<file path="config.mk">
export PLATFORM = sky130hd
export DESIGN_NAME = bombGameTop
export DESIGN_NICKNAME = d
export VERILOG_FILES = /design/src/logic/bombPkg.sv /design/src/logic/bombGameTop.sv /design/src/logic/pixelMixer.sv /design/src/logic/playerUnit.sv /design/src/logic/bombFuse.sv /design/src/logic/joystickDecoder.sv
export VERILOG_INCLUDE_DIRS = /design/src /design/src/include
export SDC_FILE = /design/constraint.sdc
export NUM_CORES = 2
export LEC_CHECK = 0
export BUFFER_PORTS_ARGS = -buffer_cell sky130_fd_sc_hd__buf_2
export CAP_MARGIN = 20
export CELL_PAD_IN_SITES_DETAIL_PLACEMENT = 0
export CELL_PAD_IN_SITES_GLOBAL_PLACEMENT = 1
export CORE_AREA = 5 5 216 271
export CTS_CLUSTER_SIZE = 30
export DETAILED_ROUTE_END_ITERATION = 12
export DIE_AREA = 0 0 221 276
export GPL_ROUTABILITY_DRIVEN = 0
export PLACE_DENSITY_LB_ADDON = 0.15
export REMOVE_ABC_BUFFERS = 1
export SKIP_CTS_REPAIR_TIMING = 1
export SLEW_MARGIN = 25
export SYNTH_ARGS = -nofsm -noshare
export SYNTH_HDL_FRONTEND = slang
export SYNTH_SLANG_ARGS = --single-unit
export TNS_END_PERCENT = 1
</file>
<file path="constraint.sdc">
create_clock -name DIV_CLK -period 10.45 [get_ports DIV_CLK]
set_input_delay 1.5675 -clock DIV_CLK [delete_from_list [all_inputs] [get_ports DIV_CLK]]
set_output_delay 1.5675 -clock DIV_CLK [all_outputs]
set_load 0.03 [all_outputs]
</file>
<file path="src/include/bomb_macros.svh">
`ifndef BOMB_MACROS_SVH
`define BOMB_MACROS_SVH

`define COORD_W 10
`define STICK_W 10
`define TICK_W 7

////////////////////////////////////////
// Screen and arena
`define SCREEN_W 10'd640
`define SCREEN_H 10'd480
`define WALL_X 10'd5
`define WALL_Y 10'd6
`define ARENA_MIN_X 10'd26
`define ARENA_MAX_X 10'd614
`define ARENA_MIN_Y 10'd27
`define ARENA_MAX_Y 10'd453

////////////////////////////////////////
// Maze blocks as drawn
`define BLOCK_X0_LO 10'd75
`define BLOCK_X0_HI 10'd145
`define BLOCK_X1_LO 10'd215
`define BLOCK_X1_HI 10'd285
`define BLOCK_X2_LO 10'd355
`define BLOCK_X2_HI 10'd425
`define BLOCK_X3_LO 10'd495
`define BLOCK_X3_HI 10'd565
`define BLOCK_Y0_LO 10'd58
`define BLOCK_Y0_HI 10'd110
`define BLOCK_Y1_LO 10'd162
`define BLOCK_Y1_HI 10'd214
`define BLOCK_Y2_LO 10'd266
`define BLOCK_Y2_HI 10'd318
`define BLOCK_Y3_LO 10'd370
`define BLOCK_Y3_HI 10'd422

// Avatar centre keep-out, open intervals
`define KEEP_X0_LO 10'd55
`define KEEP_X0_HI 10'd165
`define KEEP_X1_LO 10'd195
`define KEEP_X1_HI 10'd305
`define KEEP_X2_LO 10'd335
`define KEEP_X2_HI 10'd445
`define KEEP_X3_LO 10'd475
`define KEEP_X3_HI 10'd585
`define KEEP_Y0_LO 10'd38
`define KEEP_Y0_HI 10'd130
`define KEEP_Y1_LO 10'd142
`define KEEP_Y1_HI 10'd234
`define KEEP_Y2_LO 10'd246
`define KEEP_Y2_HI 10'd338
`define KEEP_Y3_LO 10'd350
`define KEEP_Y3_HI 10'd442

// Where a blocked avatar ends up, per moving direction
`define SNAP_UP0 10'd131
`define SNAP_UP1 10'd235
`define SNAP_UP2 10'd339
`define SNAP_UP3 10'd443
`define SNAP_DOWN0 10'd37
`define SNAP_DOWN1 10'd141
`define SNAP_DOWN2 10'd245
`define SNAP_DOWN3 10'd349
`define SNAP_LEFT0 10'd166
`define SNAP_LEFT1 10'd306
`define SNAP_LEFT2 10'd446
`define SNAP_LEFT3 10'd586
`define SNAP_RIGHT0 10'd54
`define SNAP_RIGHT1 10'd194
`define SNAP_RIGHT2 10'd334
`define SNAP_RIGHT3 10'd474

////////////////////////////////////////
// Explosion bands, bomb range then drawn range
`define BAND_ROW0_LO 10'd6
`define BAND_ROW0_HI 10'd58
`define BAND_ROW0_DRAW_LO 10'd10
`define BAND_ROW0_DRAW_HI 10'd54
`define BAND_ROW1_LO 10'd110
`define BAND_ROW1_HI 10'd162
`define BAND_ROW1_DRAW_LO 10'd114
`define BAND_ROW1_DRAW_HI 10'd158
`define BAND_ROW2_LO 10'd214
`define BAND_ROW2_HI 10'd266
`define BAND_ROW2_DRAW_LO 10'd218
`define BAND_ROW2_DRAW_HI 10'd262
`define BAND_ROW3_LO 10'd318
`define BAND_ROW3_HI 10'd370
`define BAND_ROW3_DRAW_LO 10'd322
`define BAND_ROW3_DRAW_HI 10'd366
`define BAND_ROW4_LO 10'd422
`define BAND_ROW4_HI 10'd474
`define BAND_ROW4_DRAW_LO 10'd426
`define BAND_ROW4_DRAW_HI 10'd470
`define BAND_COL0_LO 10'd5
`define BAND_COL0_HI 10'd75
`define BAND_COL0_DRAW_LO 10'd9
`define BAND_COL0_DRAW_HI 10'd69
`define BAND_COL1_LO 10'd145
`define BAND_COL1_HI 10'd215
`define BAND_COL1_DRAW_LO 10'd149
`define BAND_COL1_DRAW_HI 10'd211
`define BAND_COL2_LO 10'd285
`define BAND_COL2_HI 10'd355
`define BAND_COL2_DRAW_LO 10'd289
`define BAND_COL2_DRAW_HI 10'd351
`define BAND_COL3_LO 10'd425
`define BAND_COL3_HI 10'd495
`define BAND_COL3_DRAW_LO 10'd429
`define BAND_COL3_DRAW_HI 10'd491
`define BAND_COL4_LO 10'd565
`define BAND_COL4_HI 10'd635
`define BAND_COL4_DRAW_LO 10'd569
`define BAND_COL4_DRAW_HI 10'd631
// Long extent shared by all bands
`define BAND_ROW_X_LO 10'd9
`define BAND_ROW_X_HI 10'd631
`define BAND_COL_Y_LO 10'd6
`define BAND_COL_Y_HI 10'd474

////////////////////////////////////////
// Game rules
`define STICK_LOW 10'd300
`define STICK_HIGH 10'd700
`define STEP 10'd3
`define FUSE_TICKS 7'd96
`define BLAST_TICKS 7'd24
`define AVATAR_HALF 10'd20
`define BOMB_RADIUS 10'd15
`define P0_START_X 10'd10
`define P0_START_Y 10'd10
`define P1_START_X 10'd600
`define P1_START_Y 10'd450

`endif
</file>
<file path="src/logic/bombPkg.sv">
`default_nettype none
`include "bomb_macros.svh"

package bombPkg;

	typedef logic [`COORD_W-1:0] coordT;
	typedef logic [`STICK_W-1:0] stickT;
	typedef logic [`TICK_W-1:0] tickCountT;

	typedef enum logic [2:0] {UP, DOWN, LEFT, RIGHT, NONE} dirT;

	typedef enum logic [1:0] {IDLE, FUSE, BLAST} fuseStateT;

	typedef struct packed {
		stickT stickX;
		stickT stickY;
		logic bombButton;
	} stickInT;

	typedef struct packed {
		dirT dir;
		logic dropBomb;
	} moveCmdT;

	typedef struct packed {
		coordT x;
		coordT y;
		logic active;
	} pixelT;

	typedef struct packed {
		logic avatar;
		logic bomb;
		logic blast;
	} playerHitsT;

	// Closed interval test
	function automatic logic inRange(input coordT v, input coordT lo, input coordT hi);
		return (v >= lo) && (v <= hi);
	endfunction

	// Open interval, used for the keep-out areas
	function automatic logic inOpen(input coordT v, input coordT lo, input coordT hi);
		return (v > lo) && (v < hi);
	endfunction

endpackage

`default_nettype wire

</file>
<file path="src/logic/bombGameTop.sv">
`default_nettype none

module bombGameTop import bombPkg::*; (
	input wire logic DIV_CLK,
	input wire logic reset,
	input wire logic gameTick,
	input wire stickInT sticks [2],
	input wire pixelT pixel,
	output logic vgaR,
	output logic vgaG,
	output logic vgaB
);

	moveCmdT cmds [2];
	playerHitsT hits [2];

	joystickDecoder joystickDecoder_i (
		.sticks(sticks),
		.cmds(cmds)
	);

	// Player 0 is red, player 1 is yellow
	for (genvar p = 0; p < 2; p++)
	begin : gPlayer
		playerUnit #(
			.playerIndex(p)
		) playerUnit_i (
			.DIV_CLK(DIV_CLK),
			.reset(reset),
			.gameTick(gameTick),
			.cmd(cmds[p]),
			.pixel(pixel),
			.hits(hits[p])
		);
	end

	pixelMixer pixelMixer_i (
		.DIV_CLK(DIV_CLK),
		.reset(reset),
		.pixel(pixel),
		.hits(hits),
		.vgaR(vgaR),
		.vgaG(vgaG),
		.vgaB(vgaB)
	);

endmodule

`default_nettype wire

</file>
<file path="src/logic/pixelMixer.sv">
`default_nettype none
`include "bomb_macros.svh"

module pixelMixer import bombPkg::*; (
	input wire logic DIV_CLK,
	input wire logic reset,
	input wire pixelT pixel,
	input wire playerHitsT hits [2],
	output logic vgaR,
	output logic vgaG,
	output logic vgaB
);

	logic wall;
	logic blockCol;
	logic blockRow;
	logic red;
	logic green;
	logic blue;

	// Outer frame, right and bottom edges run to the screen size
	assign wall = (pixel.x <= `WALL_X) || (pixel.x >= `SCREEN_W - `WALL_X)
		|| (pixel.y <= `WALL_Y) || (pixel.y >= `SCREEN_H - `WALL_Y);

	assign blockCol = inRange(pixel.x, `BLOCK_X0_LO, `BLOCK_X0_HI)
		|| inRange(pixel.x, `BLOCK_X1_LO, `BLOCK_X1_HI)
		|| inRange(pixel.x, `BLOCK_X2_LO, `BLOCK_X2_HI)
		|| inRange(pixel.x, `BLOCK_X3_LO, `BLOCK_X3_HI);

	assign blockRow = inRange(pixel.y, `BLOCK_Y0_LO, `BLOCK_Y0_HI)
		|| inRange(pixel.y, `BLOCK_Y1_LO, `BLOCK_Y1_HI)
		|| inRange(pixel.y, `BLOCK_Y2_LO, `BLOCK_Y2_HI)
		|| inRange(pixel.y, `BLOCK_Y3_LO, `BLOCK_Y3_HI);

	////////////////////////////////////////
	// Colour rules

	assign red = hits[0].avatar || hits[1].avatar || hits[0].bomb || hits[0].blast;
	assign green = hits[1].avatar || wall || (blockCol && blockRow);
	assign blue = hits[0].bomb || hits[0].blast || hits[1].bomb || hits[1].blast;

	always_ff @(posedge DIV_CLK or posedge reset)
	begin
		if (reset)
		begin
			vgaR <= 1'b0;
			vgaG <= 1'b0;
			vgaB <= 1'b0;
		end
		else
		begin
			vgaR <= red && pixel.active;
			vgaG <= green && pixel.active;
			vgaB <= blue && pixel.active;
		end
	end

endmodule

`default_nettype wire

</file>
<file path="src/logic/playerUnit.sv">
`default_nettype none
`include "bomb_macros.svh"

module playerUnit import bombPkg::*; #(
	parameter int playerIndex = 0
) (
	input wire logic DIV_CLK,
	input wire logic reset,
	input wire logic gameTick,
	input wire moveCmdT cmd,
	input wire pixelT pixel,
	output playerHitsT hits
);

	localparam coordT START_X = (playerIndex == 0) ? `P0_START_X : `P1_START_X;
	localparam coordT START_Y = (playerIndex == 0) ? `P0_START_Y : `P1_START_Y;

	localparam coordT KEEP_X_LO [4] = '{`KEEP_X0_LO, `KEEP_X1_LO, `KEEP_X2_LO, `KEEP_X3_LO};
	localparam coordT KEEP_X_HI [4] = '{`KEEP_X0_HI, `KEEP_X1_HI, `KEEP_X2_HI, `KEEP_X3_HI};
	localparam coordT KEEP_Y_LO [4] = '{`KEEP_Y0_LO, `KEEP_Y1_LO, `KEEP_Y2_LO, `KEEP_Y3_LO};
	localparam coordT KEEP_Y_HI [4] = '{`KEEP_Y0_HI, `KEEP_Y1_HI, `KEEP_Y2_HI, `KEEP_Y3_HI};

	localparam coordT SNAP_UP [4] = '{`SNAP_UP0, `SNAP_UP1, `SNAP_UP2, `SNAP_UP3};
	localparam coordT SNAP_DOWN [4] = '{`SNAP_DOWN0, `SNAP_DOWN1, `SNAP_DOWN2, `SNAP_DOWN3};
	localparam coordT SNAP_LEFT [4] = '{`SNAP_LEFT0, `SNAP_LEFT1, `SNAP_LEFT2, `SNAP_LEFT3};
	localparam coordT SNAP_RIGHT [4] = '{`SNAP_RIGHT0, `SNAP_RIGHT1, `SNAP_RIGHT2,
		`SNAP_RIGHT3};

	coordT posX;
	coordT posY;
	coordT movedX;
	coordT movedY;
	coordT nextX;
	coordT nextY;
	logic [3:0] colHit;
	logic [3:0] rowHit;
	logic [1:0] colIdx;
	logic [1:0] rowIdx;
	logic outOfArena;
	logic avatarHit;
	logic bombHit;
	logic blastHit;

	////////////////////////////////////////
	// Movement

	always_comb
	begin
		movedX = posX;
		movedY = posY;
		case (cmd.dir)
			UP:      movedY = posY - `STEP;
			DOWN:    movedY = posY + `STEP;
			LEFT:    movedX = posX - `STEP;
			RIGHT:   movedX = posX + `STEP;
			default: ;
		endcase
	end

	// Which keep-out column and row the moved point is in
	always_comb
	begin
		colIdx = '0;
		rowIdx = '0;
		for (int k = 0; k < 4; k++)
		begin
			colHit[k] = inOpen(movedX, KEEP_X_LO[k], KEEP_X_HI[k]);
			rowHit[k] = inOpen(movedY, KEEP_Y_LO[k], KEEP_Y_HI[k]);
			if (colHit[k])
				colIdx = 2'(k);
			if (rowHit[k])
				rowIdx = 2'(k);
		end
	end

	assign outOfArena = (posX < `ARENA_MIN_X) || (posX > `ARENA_MAX_X)
		|| (posY < `ARENA_MIN_Y) || (posY > `ARENA_MAX_Y);

	always_comb
	begin
		nextX = movedX;
		nextY = movedY;
		if (outOfArena)
		begin
			// Pull back inside, no move this tick
			nextX = posX;
			nextY = posY;
			if (posX < `ARENA_MIN_X)
				nextX = `ARENA_MIN_X;
			else if (posX > `ARENA_MAX_X)
				nextX = `ARENA_MAX_X;
			if (posY < `ARENA_MIN_Y)
				nextY = `ARENA_MIN_Y;
			else if (posY > `ARENA_MAX_Y)
				nextY = `ARENA_MAX_Y;
		end
		else if ((|colHit) && (|rowHit))
		begin
			case (cmd.dir)
				UP:      nextY = SNAP_UP[rowIdx];
				DOWN:    nextY = SNAP_DOWN[rowIdx];
				LEFT:    nextX = SNAP_LEFT[colIdx];
				RIGHT:   nextX = SNAP_RIGHT[colIdx];
				default: ;
			endcase
		end
	end

	always_ff @(posedge DIV_CLK or posedge reset)
	begin
		if (reset)
		begin
			posX <= START_X;
			posY <= START_Y;
		end
		else if (gameTick)
		begin
			posX <= nextX;
			posY <= nextY;
		end
	end

	////////////////////////////////////////
	// Avatar square and bomb

	assign avatarHit = inRange(pixel.x, posX - `AVATAR_HALF, posX + `AVATAR_HALF)
		&& inRange(pixel.y, posY - `AVATAR_HALF, posY + `AVATAR_HALF);

	bombFuse bombFuse_i (
		.DIV_CLK(DIV_CLK),
		.reset(reset),
		.gameTick(gameTick),
		.dropBomb(cmd.dropBomb),
		.posX(posX),
		.posY(posY),
		.pixel(pixel),
		.bombHit(bombHit),
		.blastHit(blastHit)
	);

	assign hits = '{avatar: avatarHit, bomb: bombHit, blast: blastHit};

endmodule

`default_nettype wire

</file>
<file path="src/logic/bombFuse.sv">
`default_nettype none
`include "bomb_macros.svh"

module bombFuse import bombPkg::*; (
	input wire logic DIV_CLK,
	input wire logic reset,
	input wire logic gameTick,
	input wire logic dropBomb,
	input wire coordT posX,
	input wire coordT posY,
	input wire pixelT pixel,
	output logic bombHit,
	output logic blastHit
);

	localparam coordT ROW_LO [5] = '{`BAND_ROW0_LO, `BAND_ROW1_LO, `BAND_ROW2_LO,
		`BAND_ROW3_LO, `BAND_ROW4_LO};
	localparam coordT ROW_HI [5] = '{`BAND_ROW0_HI, `BAND_ROW1_HI, `BAND_ROW2_HI,
		`BAND_ROW3_HI, `BAND_ROW4_HI};
	localparam coordT ROW_DRAW_LO [5] = '{`BAND_ROW0_DRAW_LO, `BAND_ROW1_DRAW_LO,
		`BAND_ROW2_DRAW_LO, `BAND_ROW3_DRAW_LO, `BAND_ROW4_DRAW_LO};
	localparam coordT ROW_DRAW_HI [5] = '{`BAND_ROW0_DRAW_HI, `BAND_ROW1_DRAW_HI,
		`BAND_ROW2_DRAW_HI, `BAND_ROW3_DRAW_HI, `BAND_ROW4_DRAW_HI};
	localparam coordT COL_LO [5] = '{`BAND_COL0_LO, `BAND_COL1_LO, `BAND_COL2_LO,
		`BAND_COL3_LO, `BAND_COL4_LO};
	localparam coordT COL_HI [5] = '{`BAND_COL0_HI, `BAND_COL1_HI, `BAND_COL2_HI,
		`BAND_COL3_HI, `BAND_COL4_HI};
	localparam coordT COL_DRAW_LO [5] = '{`BAND_COL0_DRAW_LO, `BAND_COL1_DRAW_LO,
		`BAND_COL2_DRAW_LO, `BAND_COL3_DRAW_LO, `BAND_COL4_DRAW_LO};
	localparam coordT COL_DRAW_HI [5] = '{`BAND_COL0_DRAW_HI, `BAND_COL1_DRAW_HI,
		`BAND_COL2_DRAW_HI, `BAND_COL3_DRAW_HI, `BAND_COL4_DRAW_HI};

	fuseStateT state;
	tickCountT count;
	coordT bombX;
	coordT bombY;
	coordT distX;
	coordT distY;
	logic [20:0] distSq;
	logic bandHit;

	always_ff @(posedge DIV_CLK or posedge reset)
	begin
		if (reset)
		begin
			state <= IDLE;
			count <= '0;
		end
		else if (gameTick)
		begin
			case (state)
				IDLE:
					if (dropBomb)
					begin
						state <= FUSE;
						count <= `FUSE_TICKS;
					end
				FUSE:
					if (count == tickCountT'(1))
					begin
						state <= BLAST;
						count <= `BLAST_TICKS;
					end
					else
						count <= count - tickCountT'(1);
				BLAST:
					if (count == tickCountT'(1))
					begin
						state <= IDLE;
						count <= '0;
					end
					else
						count <= count - tickCountT'(1);
				default:
					state <= IDLE;
			endcase
		end
	end

	// Drop point, captured on the accepting tick only
	always_ff @(posedge DIV_CLK)
	begin
		if (gameTick && state == IDLE && dropBomb)
		begin
			bombX <= posX;
			bombY <= posY;
		end
	end

	////////////////////////////////////////
	// Pixel tests

	assign distX = (pixel.x > bombX) ? pixel.x - bombX : bombX - pixel.x;
	assign distY = (pixel.y > bombY) ? pixel.y - bombY : bombY - pixel.y;
	assign distSq = distX * distX + distY * distY;

	// Blink with bit 3 of the fuse count
	assign bombHit = (state == FUSE) && !count[3]
		&& (distSq < `BOMB_RADIUS * `BOMB_RADIUS);

	always_comb
	begin
		bandHit = 1'b0;
		for (int k = 0; k < 5; k++)
		begin
			if (inRange(bombY, ROW_LO[k], ROW_HI[k])
					&& inRange(pixel.y, ROW_DRAW_LO[k], ROW_DRAW_HI[k])
					&& inRange(pixel.x, `BAND_ROW_X_LO, `BAND_ROW_X_HI))
				bandHit = 1'b1;
			if (inRange(bombX, COL_LO[k], COL_HI[k])
					&& inRange(pixel.x, COL_DRAW_LO[k], COL_DRAW_HI[k])
					&& inRange(pixel.y, `BAND_COL_Y_LO, `BAND_COL_Y_HI))
				bandHit = 1'b1;
		end
	end

	assign blastHit = (state == BLAST) && bandHit;

endmodule

`default_nettype wire

</file>
<file path="src/logic/joystickDecoder.sv">
`default_nettype none
`include "bomb_macros.svh"

module joystickDecoder import bombPkg::*; (
	input wire stickInT sticks [2],
	output moveCmdT cmds [2]
);

	for (genvar p = 0; p < 2; p++)
	begin : gPlayer
		logic xCentred;
		logic yCentred;
		moveCmdT cmd;

		// Neither axis past a threshold
		assign xCentred = (sticks[p].stickX >= `STICK_LOW) && (sticks[p].stickX <= `STICK_HIGH);
		assign yCentred = (sticks[p].stickY >= `STICK_LOW) && (sticks[p].stickY <= `STICK_HIGH);

		always_comb
		begin
			cmd.dropBomb = sticks[p].bombButton;
			// Diagonals give NONE
			if (sticks[p].stickY > `STICK_HIGH && xCentred)
				cmd.dir = UP;
			else if (sticks[p].stickY < `STICK_LOW && xCentred)
				cmd.dir = DOWN;
			else if (sticks[p].stickX < `STICK_LOW && yCentred)
				cmd.dir = LEFT;
			else if (sticks[p].stickX > `STICK_HIGH && yCentred)
				cmd.dir = RIGHT;
			else
				cmd.dir = NONE;
		end

		assign cmds[p] = cmd;
	end

endmodule

`default_nettype wire

</file>
==> results.py <==
metrics = {
    "run_status": {
        "status": "finished with violations",
        "failed_checks": "negative setup slack",
    },
    "finish": {
        "final_net_count": 4539,
        "multi_input_comb_area_um2": 23500,
        "drive_above_1_share": 0.194,
        "insertedDiodeCount": 0,
        "ff_latch_area_um2": 2740,
        "fillerInstances": 5109,
        "synthToLayoutAreaGrowth_pct": 17.7,
        "core_occupancy_in_the_finished_layout": 0.595,
    },
    "timing": {
        "worst-slew-pin-transition_ns": 1.00,
        "slew-limit-headroom": 0.331,
        "hold_viol": 0,
        "fmax_mhz": 94.4,
        "setup_repair_after_global_routing_missed_its_margin": "true",
        "final.period_utilization": 1.01,
        "final.min_clock_period_ns": 10.59,
        "total_negative_slack_ns": -0.140,
        "fin_ws_ns": -0.140,
        "finalSetupViolations": 1,
        "slew_viol_final": 0,
        "worst_clock_skew_ns": 0.0136,
    },
    "synthesis": {
        "synth-edff-count": 40,
        "synth_seq_area_share": 0.0976,
        "netlist_instances": 3406,
        "yosys_warnings": 0,
        "synth.avg_cell_area_um2": 8.25,
        "synth_async_sr_flop_share": 0.604,
        "yosys_most_used_dff": "sky130_fd_sc_hd__dfrtp_1",
        "syn_area_um2": 28100,
        "synthesis_stage_register_bit_count": 101,
        "yosysUniqueCellTypes": 121,
    },
    "grt": {
        "globalRouteOverflowTotal": 0,
        "gr-usage-all-layers": 0.272,
        "antenna_found_initial": 0,
        "grt_max_degree": 62,
        "first_global_vias": 27500,
        "wire_length_of_the_first_global_routing_pass_um": 139000,
    },
    "place": {
        "port_buffers": 68,
        "dp_hpwl_um": 71300,
    },
    "critical_path": {
        "crit_slowest_cell": "sky130_fd_sc_hd__or4_4",
        "cp_num_buf_inv": 7,
        "timing.critical_path.slowest_cell_delay_ns": 0.55,
        "worstPathArrival_ns": 10.84,
        "start_kind": "primary input",
        "setup.worst_path.class": "in -> reg",
        "worst_setup_path_end_kind": "register",
        "crit_path_max_fanout": 4,
        "kind_of_cell_with_the_highest_combined_delay_on_the_critical_path": "adder cells",
        "worst_ep_required_time_ns": 10.70,
    },
    "clocking": {
        "htree_num_levels": 3,
        "cts_buffers": 9,
        "cts_tree": "built",
        "clock_tree.root_cell": "sky130_fd_sc_hd__clkbuf_16",
        "clock_tree.buffer_depth": 2,
        "path_clk_slew_ns": 0.07,
        "clk_latency_ns": 0.38,
        "tritoncts_num_sinks": 101,
    },
    "detailed_routing": {
        "avgRoutedWirePerCell_um": 18.9,
        "detail_route.iter0.violations": 1906,
        "drt_pre_antenna_iters": 6,
        "per_cell_via_count_in_the_routed_design": 5.88,
        "drc": 0,
        "routed_wirelength_um": 85900,
        "via_count": 26800,
        "ant_nets": 0,
    },
    "floorplanning": {
        "rows": 97,
        "core_region_area_um2": 55600,
        "io-pin-count": 69,
        "fp.dieW_um": 221,
        "floorplan.die_area_um2": 61000,
        "initial_cell_density_of_the_core": 0.506,
        "floorplan.die.height_um": 276,
    },
    "min_path": {
        "hold_class": "reg -> reg",
    },
    "flow_run": {
        "maxCapViolations": 0,
    },
}
-- synthesized netlist by cell type (39+ instances only) --
| library cell | number | area [um2] |
|---|---|---|
| sky130_fd_sc_hd__clkbuf_1 | 67 | 251 |
| sky130_fd_sc_hd__nor3_1 | 75 | 375 |
| sky130_fd_sc_hd__fa_1 | 276 | 5530 |
| sky130_fd_sc_hd__nor4_1 | 39 | 244 |
| sky130_fd_sc_hd__a21oi_1 | 187 | 936 |
| sky130_fd_sc_hd__inv_1 | 526 | 1970 |
| sky130_fd_sc_hd__xor2_1 | 43 | 377 |
| sky130_fd_sc_hd__nand2b_1 | 45 | 282 |
| sky130_fd_sc_hd__nand2_1 | 216 | 811 |
| sky130_fd_sc_hd__a31oi_1 | 48 | 300 |
| sky130_fd_sc_hd__dfrtp_1 | 49 | 1230 |
| sky130_fd_sc_hd__o21ai_0 | 188 | 941 |
| sky130_fd_sc_hd__mux2i_1 | 51 | 510 |
| sky130_fd_sc_hd__xnor2_1 | 99 | 867 |
| sky130_fd_sc_hd__a21o_1 | 73 | 548 |
| sky130_fd_sc_hd__nand4_1 | 48 | 300 |
| sky130_fd_sc_hd__ha_1 | 390 | 4880 |
| sky130_fd_sc_hd__edfxtp_1 | 40 | 1200 |
| sky130_fd_sc_hd__nor2_1 | 253 | 950 |
| sky130_fd_sc_hd__nand3_1 | 64 | 320 |
-- final cells by class --
cell class	count	area share
clock buffers	12	0.00779
clock inverters	4	0.00159
inverters	537	0.0613
multi-input cells	2671	0.711
flip-flops and latches	101	0.0829
well taps	742	0.0281
repair buffers	487	0.107
-- path summary, 6_finish.rpt --
check,startpoint,endpoint,slack (ns),depth (start not counted)
setup / recovery,pixel[7],pixelMixer_i.vgaB$_DFF_PP0_,-0.14,38
hold / removal,gPlayer[1].playerUnit_i.bombFuse_i.count[5]$_DFFE_PP0P_,gPlayer[1].playerUnit_i.bombFuse_i.count[5]$_DFFE_PP0P_,0.51,1
setup reg to reg,gPlayer[0].playerUnit_i.bombFuse_i.bombY[5]$_DFFE_PP_,pixelMixer_i.vgaB$_DFF_PP0_,0.67,36
hold reg to reg,gPlayer[1].playerUnit_i.bombFuse_i.count[5]$_DFFE_PP0P_,gPlayer[1].playerUnit_i.bombFuse_i.count[5]$_DFFE_PP0P_,0.51,1
max in group asynchronous,reset,pixelMixer_i.vgaB$_DFF_PP0_,8.44,3
min in group asynchronous,reset,pixelMixer_i.vgaG$_DFF_PP0_,1.45,3
-- per-layer routing --
| metal | up-vias | global-route usage | wire (um) |
|---|---|---|---|
| met2 | 799 | 0.502 | 44200 |
| met4 | 0 | 0.104 | 3500 |
| li1 | 12700 | - | - |
| met1 | 13000 | 0.328 | 34700 |
| met5 | - | 0 | 0 |
| met3 | 207 | 0.0219 | 3530 |
-- cell families (layout without fill, tap and decap cells) --
| logic type | after synthesis | after routing | share of synthesized area |
|---|---|---|---|
| AO/OA/AOI/OAI | 873 | 873 | 0.213 |
| XOR/XNOR | 144 | 144 | 0.0454 |
| adder cells (fa/ha/maj) | 666 | 666 | 0.370 |
| buffers and inverters | 634 | 1040 | 0.0868 |
| flip-flops | 101 | 101 | 0.0976 |
| multiplexers | 75 | 75 | 0.0279 |
| AND/OR/NAND/NOR | 913 | 913 | 0.159 |
-- cell usage in the layout, fill, tap and decap left out, types with 25 or more instances in the layout --
cell / netlist / routed
sky130_fd_sc_hd__o21a_1: 27 / 27
sky130_fd_sc_hd__dfrtp_1: 49 / 49
sky130_fd_sc_hd__fa_1: 276 / 267
sky130_fd_sc_hd__nand4_1: 48 / 48
sky130_fd_sc_hd__o31ai_1: 28 / 25
sky130_fd_sc_hd__a21o_1: 73 / 73
sky130_fd_sc_hd__or2_2: 32 / 31
sky130_fd_sc_hd__edfxtp_1: 40 / 40
sky130_fd_sc_hd__o21ai_0: 188 / 177
sky130_fd_sc_hd__a31oi_1: 48 / 46
sky130_fd_sc_hd__nor2_1: 253 / 241
sky130_fd_sc_hd__nand3_1: 64 / 63
sky130_fd_sc_hd__mux2i_1: 51 / 44
sky130_fd_sc_hd__xnor2_1: 99 / 89
sky130_fd_sc_hd__a21oi_1: 187 / 179
sky130_fd_sc_hd__inv_1: 526 / 508
sky130_fd_sc_hd__nand2_1: 216 / 208
sky130_fd_sc_hd__a211oi_1: 37 / 36
sky130_fd_sc_hd__nand2b_1: 45 / 43
sky130_fd_sc_hd__nor2b_1: 26 / 26
sky130_fd_sc_hd__nor4_1: 39 / 37
sky130_fd_sc_hd__ha_1: 390 / 380
sky130_fd_sc_hd__nor3_1: 75 / 72
sky130_fd_sc_hd__o211ai_1: 26 / 26
sky130_fd_sc_hd__xor2_1: 43 / 43
sky130_fd_sc_hd__buf_4: 2 / 413
sky130_fd_sc_hd__buf_2: 21 / 67
-- flip-flops by register name, indices dropped and copies added (netlist names), named ones only --
name / count
gPlayer.playerUnit_i.bombFuse_i.count: 14
pixelMixer_i.vgaR: 1
gPlayer.playerUnit_i.bombFuse_i.bombY: 20
pixelMixer_i.vgaB: 1
gPlayer.playerUnit_i.bombFuse_i.state: 4
gPlayer.playerUnit_i.posY: 16
pixelMixer_i.vgaG: 1
gPlayer.playerUnit_i.bombFuse_i.bombX: 20
gPlayer.playerUnit_i.posX: 20
-- through the flow --
step	instance area, um2	setup slack, ns	hold WS, ns	cells
floorplan	27700	-0.576	0.458	3309
global placement	32000	-0.753	0.478	4516
detailed placement	32000	-0.933	0.496	4516
CTS	32300	-0.509	0.513	4532
global route	33100	-0.428	0.524	4554
finish	33100	-0.140	0.510	4554
Power is left out: the tool's default activity adds up to more than one toggle a clock period on the data nets, which glitch-free logic cannot reach.
